`src/exec_pkg.sv`:
```
package exec_pkg;

  // datapath width
  localparam int unsigned xlen = 32;

  // alu control
  localparam int unsigned alu_op_w = 4;

  localparam logic [alu_op_w-1:0] alu_add  = 4'd0;
  localparam logic [alu_op_w-1:0] alu_sub  = 4'd1;
  localparam logic [alu_op_w-1:0] alu_and  = 4'd2;
  localparam logic [alu_op_w-1:0] alu_or   = 4'd3;
  localparam logic [alu_op_w-1:0] alu_xor  = 4'd4;
  localparam logic [alu_op_w-1:0] alu_slt  = 4'd5;  // risc-v only
  localparam logic [alu_op_w-1:0] alu_pass = 4'd6;  // forwards op2
  localparam logic [alu_op_w-1:0] alu_sltu = 4'd7;  // risc-v only
  localparam logic [alu_op_w-1:0] alu_sll  = 4'd8;
  localparam logic [alu_op_w-1:0] alu_srl  = 4'd9;
  localparam logic [alu_op_w-1:0] alu_sra  = 4'd10;

  // shifter op, low two bits of the alu control
  localparam logic [1:0] sh_sll = 2'd0;
  localparam logic [1:0] sh_srl = 2'd1;
  localparam logic [1:0] sh_sra = 2'd2;
  localparam logic [1:0] sh_ror = 2'd3;  // arm path only

  // operand sources
  localparam logic [1:0] fwd_reg = 2'd0;
  localparam logic [1:0] fwd_mem = 2'd1;
  localparam logic [1:0] fwd_wb  = 2'd2;
  localparam logic [1:0] fwd_imm = 2'd3;  // op2 only

  // branch conditions
  localparam logic [2:0] br_eq     = 3'd0;
  localparam logic [2:0] br_ne     = 3'd1;
  localparam logic [2:0] br_lt     = 3'd2;
  localparam logic [2:0] br_ge     = 3'd3;
  localparam logic [2:0] br_ltu    = 3'd4;
  localparam logic [2:0] br_geu    = 3'd5;
  localparam logic [2:0] br_always = 3'd6;
  localparam logic [2:0] br_never  = 3'd7;

  // positions in the nzcv word
  localparam int unsigned flag_n = 3;
  localparam int unsigned flag_z = 2;
  localparam int unsigned flag_c = 1;
  localparam int unsigned flag_v = 0;

endpackage

```
`src/operand_fwd.sv`:
```
`timescale 1ns/10ps

module operand_fwd (
  input  logic [1:0]                sel1,
  input  logic [1:0]                sel2,
  input  logic [exec_pkg::xlen-1:0] rs1_data,
  input  logic [exec_pkg::xlen-1:0] rs2_data,
  input  logic [exec_pkg::xlen-1:0] mem_data,
  input  logic [exec_pkg::xlen-1:0] wb_data,
  input  logic [exec_pkg::xlen-1:0] imm,
  output logic [exec_pkg::xlen-1:0] op1,
  output logic [exec_pkg::xlen-1:0] op2
);

  // mem result is the younger one, so decode picks it over wb on a double hit

  always_comb begin
    case (sel1)
      exec_pkg::fwd_reg: op1 = rs1_data;
      exec_pkg::fwd_mem: op1 = mem_data;  // ex/mem result
      exec_pkg::fwd_wb:  op1 = wb_data;   // mem/wb result
      default:           op1 = rs1_data;  // no imm on op1
    endcase
  end

  always_comb begin
    case (sel2)
      exec_pkg::fwd_reg: op2 = rs2_data;
      exec_pkg::fwd_mem: op2 = mem_data;
      exec_pkg::fwd_wb:  op2 = wb_data;
      exec_pkg::fwd_imm: op2 = imm;
      default:           op2 = rs2_data;
    endcase
  end

  // decode must never route the immediate to operand 1
  always_comb begin
    assert final (sel1 !== exec_pkg::fwd_imm)
      else $error("operand 1 selects the immediate");
  end

endmodule

```
`config.mk`:
```
export PLATFORM = sky130hd
export DESIGN_NAME = operand_fwd
export DESIGN_NICKNAME = d
export VERILOG_FILES = /design/src/exec_pkg.sv /design/src/operand_fwd.sv
export SDC_FILE = /design/constraint.sdc
export NUM_CORES = 1
export LEC_CHECK = 0
export BUFFER_PORTS_ARGS = -buffer_cell sky130_fd_sc_hd__buf_2
export CORE_AREA = 2 2 88 90
export DETAILED_ROUTE_END_ITERATION = 10
export DIE_AREA = 0 0 90 92
export PLACE_DENSITY = 0.59
export SLEW_MARGIN = 20
export SYNTH_ARGS = -nofsm -noshare
export SYNTH_HDL_FRONTEND = slang
export SYNTH_SLANG_ARGS = --single-unit
```
`constraint.sdc`:
```
create_clock -name vclk -period 1.9
set_clock_uncertainty 0.05 [all_clocks]
set_input_delay 0.095 -clock vclk [all_inputs]
set_output_delay 0.095 -clock vclk [all_outputs]
set_load 0.01 [all_outputs]
```
==> metrics.md, run 1 <==
| Metric | Value |
|---|---|
| CP required | approximately 1.8 ns |
| Top-Level Pins | roughly 230 |
| Post-layout total power | approximately 0.00074 W |
| Worst-margin pin slew | around 0.43 ns |
| Die height | around 92 um |
| Synth top area share | 47.6% |
| GP Congestion | between 0.8 and 0.9 |
| Yosys top cell by area | mux4_2 |
| Antenna cells | 0 |
| Critical Path Source Type | input pin |
| Sequential cell count | 0 |
| Clkbuf count | 0 |
| Pwr/cell area | 279 nW/um2 |
| Post-synthesis mux area share | around half |
| TritonRoute pass-1 iters | 4 |
| Post-Syn Instances | around 150 |
| Die footprint | around 8300 um2 |
| Final setup vio count | 0 |
| Post-Synth Simple-Gate Area | 8.46% |
| Synthesized area | 1420 um2 |
| Vias in the first global route | 2218 |
| Crit Path Class | in2out |
| Final HPWL DP | a little under 6000 um |
| Multi-input combinational cell area | ~1300 um2 |
| MaxCap Viol Count | 0 |
| Synthesis Warnings | 0 |
| Core Region | 7450 um2 |
| Drt drc | 0 |
| IO buf count | 228 |
| Via-to-Cell Ratio | 4.90 |
| Netlist cell types | 11 |
| Total stage count of the critical path | 7 |
| Fmax | just under 700 MHz |
| Final cycle utilization of the critical path | 76.1% |
| Peak VDD IR | approximately 0.00013 V |
| Crit-path max FO | 17 |
| Hold Crit Class | in2out |
| Die Wd | about 90 um |
| Reg area | 0 um2 |
| Synth top cells by count | a22oi_1 (32), nand2_1 (32), o21ai_0 (32) |
| Register area share after synthesis | 0% |
| Num rows | 32 |
| WL/cell | between 15 and 20 um |
| Hold path depth | 4 |
| Crit-path cells | buf_2 > inv_1 > ha_2 > buf_12 > a22oi_1 > o21ai_0 > buf_2 |
| Fin area | between 2000 and 3000 um2 |
| DP Area | ~2600 um2 |
| Fill count | about 790 |
| Adder-cell share of the synthesized area | 1.76% |
| Cell family with most CP delay | buffers and inverters |
| Post-synth net total | roughly 320 |
| Status | completed |
| Initial DRC Count | 53 |
| CTS Hold Bufs | 0 |
| Share of layout cells above drive strength 1 | 72.5% |
| Via count | between 2k and 2.5k |
| Global-route wire length before repair | roughly 11000 um |
| Post-CTS Setup Bufs | 0 |
| Arrival time worst endpoint | between 1 and 1.5 ns |
| Number of buffer and inverter stages on the critical path | 4 |
| Crit-path slowest cell | ha_2 |
| Post-cts sizing count | 0 |
| Rel. slew slack | 71.2% |
| Minimum clock period | around 1.4 ns |
| RSZ-0062 raised after global routing | no |
| CP peak stage delay | 0.41 ns |
| GRT Overall Usage | 15.1% |
| Post-Route WL | 7050 um |
| Initial Util | between 10% and 20% |
| Mapped Avg Cell Area | around 9.3 um2 |
| Critical Path End Type | output pin |
| Main combinational cell family by area after synthesis | multiplexers |
| Initial antenna violation count | 0 |
| Post-Synth XOR/XNOR Area | 0% |
| Routed Antenna Nets | 0 |
| Post-synthesis compound-gate area fraction | roughly 28% |
| Final Hold Viols | 0 |
| Nets | about 540 |
| CP dominant cell by count | buf_2 |
| Setup TNS | 0 ns |
| Synth-to-layout area growth | 86.1% |
| Slew Limit Fails | 0 |
| Largest net degree at the start of global routing | 35 |
| Lkg Pwr | ~1.4 nW |
| Ranking of synthesized cells by area | mux4_2 (48%), a22oi_1 (17%), o21ai_0 (11%), nand2_1 (8.5%), buf_12 (4.2%) |
| GRT overflow | 0 |
[cell families after synthesis]
family                   Yosys count
AND/OR/NAND/NOR                   32
multiplexers                      32
buffers and inverters             22
adder cells (fa/ha/maj)            2
AO/OA/AOI/OAI                     64
[stage by stage]
stage	util [%]	worst slack, ns	hold slack, ns	std cells
after floorplan	-	0.732	0.294	152
after global placement	35.5	0.467	0.428	469
after detailed placement	35.5	0.450	0.434	469
after CTS	35.5	0.440	0.435	469
after global routing	35.5	0.321	0.447	469
final	35.5	0.454	0.430	469
[worst paths after layout]
path	start	end
worst max-delay path	sel1[0]	op1[7]
worst min-delay path	rs1_data[18]	op1[18]
[cells in the final DEF (no fill, tap or decap), drive strengths merged]
| cell type | n |
|---|---|
| ha | 2 |
| nand2 | 32 |
| buf | 235 |
| a22oi | 32 |
| o21ai | 32 |
| inv | 2 |
| mux4 | 32 |
[metal layers]
metal | vias to the layer above | track usage, % | part of all wire, %
li1 | 1064 | - | -
met1 | 1113 | 17.9 | 38
met2 | 121 | 31.0 | 56
met3 | 0 | 0.986 | 6.8
met4 | 0 | 0.128 | 0
met5 | - | 0 | 0
[cell type report]
cell class | count | area share [%]
Inverter | 2 | 0.284
Multi-Input combinational cell | 130 | 48.3
Tap cell | 102 | 4.83
Timing Repair Buffer | 235 | 46.6
[worst min-delay path: cells and delay by family]
family | cells | cell delay [ns]
AND/OR/NAND/NOR | 1 | 0.04
AO/OA/AOI/OAI | 1 | 0.05
buffers and inverters | 2 | 0.20
[power by group]
part	switching (W)	leakage [nW]	internal [W]
clock	0	0	0
combinational	0.000351	1.37	0.000387
sequential	0	0	0
Power figures use the tool's default switching activity.
==> run 2, diff against run 1 <==
Settings changed: ABC_AREA set to 1, PLACE_DENSITY 0.59 to 0.62.
Clock period 1.9 ns to 1.4 ns, I/O delays scaled along.
==> run 2 against run 1 <==
  * Worst setup slack got worse by 0.37 ns
  * Synthesized cell count is 120% higher
  * Largest power group unchanged
  * Clock-buffer cell count did not move
  * Critical path type unchanged
  * Sequential share of layout area is the same
  * Final area increased by 7.7%
  * Wire length up 26%
  * Utilization up 2.7 points
==> metrics.md, run 2 <==
| Metric | Value |
|---|---|
| Lkg Pwr | roughly 1.5 nW |
| Mapped Avg Cell Area | ~5 um2 |
| Routed Antenna Nets | 0 |
| GP Congestion | 0.846 |
| Net Sw Frac | a little under three fifths |
| Vias in the first global route | between 3k and 4k |
| Final setup vio count | 0 |
| Slew Limit Fails | 0 |
| Top-Level Pins | around 230 |
| Sw power | 0.000641 W |
| Status | completed |
| IO buf count | about 230 |
| CTS Hold Bufs | 0 |
| Post-CTS Setup Bufs | 0 |
| Clkbuf count | 0 |
| GRT overflow | 0 |
| Netlist cell types | 12 |
| Via-to-Cell Ratio | ~5.2 |
| WL/cell | roughly 14 um |
| Synthesized area | 1650 um2 |
| Post-cts sizing count | 0 |
| Synthesis Warnings | 0 |
| Synth top cells by count | nand3_1 (96), nand2_1 (64), a21oi_1 (62) |
| Internal power | 0.000513 W |
| CP peak stage delay | a little over 0.3 ns |
| Final cycle utilization of the critical path | 93.7% |
| Reg area | 0 um2 |
| Synth top area share | a little under 30% |
| Initial antenna violation count | 0 |
| Die footprint | 8280 um2 |
| Post-Route WL | about 9000 um |
| Largest net degree at the start of global routing | 33 |
| Nets | 708 |
| Commonest non-fill, non-tap cell in the layout | buf_2 |
| Final Hold Viols | 0 |
| Crit-path cells | buf_2 > inv_1 > ha_1 > inv_1 > buf_12 > nor2_1 > a21oi_1 > buf_2 |
| Initial DRC Count | around 120 |
| Post-synth net total | 498 |
| Number of buffer and inverter stages on the critical path | 5 |
| Global-route wire length before repair | approximately 14000 um |
| Crit-path max FO | 32 |
| RSZ-0062 raised after global routing | no |
| Die Wd | 90 um |
| Sequential cell count | 0 |
| GRT Overall Usage | roughly a fifth |
| Worst-margin pin slew | between 0.3 and 0.4 ns |
| Crit Path Class | in2out |
| Rel. slew slack | around 77% |
| Fmax | between 700 and 800 MHz |
| Critical Path Source Type | input pin |
| MaxCap Viol Count | 0 |
| Sequential power share | 0% |
| TritonRoute pass-1 iters | 7 |
| Antenna cells | 0 |
| Pwr/cell area | about 410 nW/um2 |
| Die height | approximately 92 um |
| Layout Utilization | a little under two fifths |
| Register area share after synthesis | 0% |
| Initial Util | ~22% |
| Yosys top cell by area | nand3_1 |
| Share of layout cells above drive strength 1 | 45.7% |
| Critical Path End Type | output pin |
| Comb pwr share | 100.0% |
| Hold Crit Class | in2out |
| CP required | between 1 and 1.5 ns |
| Peak VDD IR | around 0.00026 V |
| Ranking of synthesized cells by area | nand3_1 (29%), a21oi_1 (19%), nand2_1 (15%), nand4_1 (12%), nor2_1 (7.3%) |
| Synth-to-layout area growth | 72.1% |
| Setup TNS | 0 ns |
| Fill count | about 870 |
| Cell family with most CP delay | buffers and inverters |
| Clock power frac | 0% |
| Drt drc | 0 |
| Via count | 3329 |
| Num rows | 32 |
| Minimum clock period | between 1 and 1.5 ns |
| Most numerous cell in the Yosys netlist | nand3_1 |
| Crit-path slowest cell | ha_1 |
| Post-Syn Instances | ~330 |
| Final HPWL DP | ~6900 um |
| Core Region | 7450 um2 |
| Arrival time worst endpoint | roughly 1.2 ns |
| Highest-count cells in the layout ignoring fill and taps | buf_2 (228), nand3_1 (96), nand2_1 (64), a21oi_1 (62) |
==> run 2: cell types whose count changed after synthesis, sizes merged, moves of 32 or more <==
cell | previous run | this run
nand4 | 0 | 32
nor2 | 0 | 33
a21oi | 0 | 64
mux4 | 32 | 0
nand3 | 0 | 96
o21ai | 32 | 0
nand2 | 32 | 64
a22oi | 32 | 0
==> run 2: worst paths after layout <==
| kind | cells after the start | from | slack (ns) | to |
|---|---|---|---|---|
| setup / recovery | 8 | sel1[0] | 0.09 | op1[20] |
| hold / removal | 4 | rs2_data[13] | 0.38 | op2[13] |
==> run 2: layout make-up <==
| type | instances | area, um2 | area share [%] |
|---|---|---|---|
| repair buffers | 244 | 1300 | 45.6 |
| multi-input cells | 291 | 1400 | 49.2 |
| well taps | 102 | 128 | 4.49 |
| inverters | 5 | 18.8 | 0.660 |
==> run 2: stage by stage <==
step                      area, um2  hold slack, ns  total power (W)  setup WS, ns  instances
after global placement         2850           0.380          0.00114        0.0802        642
after CTS                      2850           0.381          0.00116        0.0928        642
after global routing           2850           0.409          0.00127        0.0152        642
after detailed placement       2850           0.380          0.00115        0.0993        642
final                          2850           0.379          0.00115        0.0884        642
after floorplan                1650           0.216         0.000597         0.254        332
==> run 2: layer usage <==
layer | track usage, % | wire, um
met1 | 23.6 | 3480
met2 | 37.0 | 4490
met3 | 2.47 | 831
met4 | 3.97 | 70
met5 | 0 | 0
==> run 2: cell families (layout without fill, tap and decap cells) <==
kind of cell / count (synthesis) / after routing / synth area share, %
and+or+nand+nor: 225 / 225 / 63.4
AOI/OAI and AO/OA: 64 / 64 / 19.8
adders and majority gates: 2 / 2 / 1.51
buffers and inverters: 41 / 249 / 15.3
==> run 2: power by group through the flow <==
stage               Combinational (W)  Clock (W)  Sequential, W
floorplan                    0.000597          0              0
global placement              0.00114          0              0
detailed placement            0.00115          0              0
CTS                           0.00116          0              0
global route                  0.00127          0              0
finish                        0.00115          0              0
==> run 2: worst min-delay path, stage by stage <==
cell     delay [ns]
buf_2          0.07
nand2_1        0.04
nand4_1        0.05
buf_2          0.12
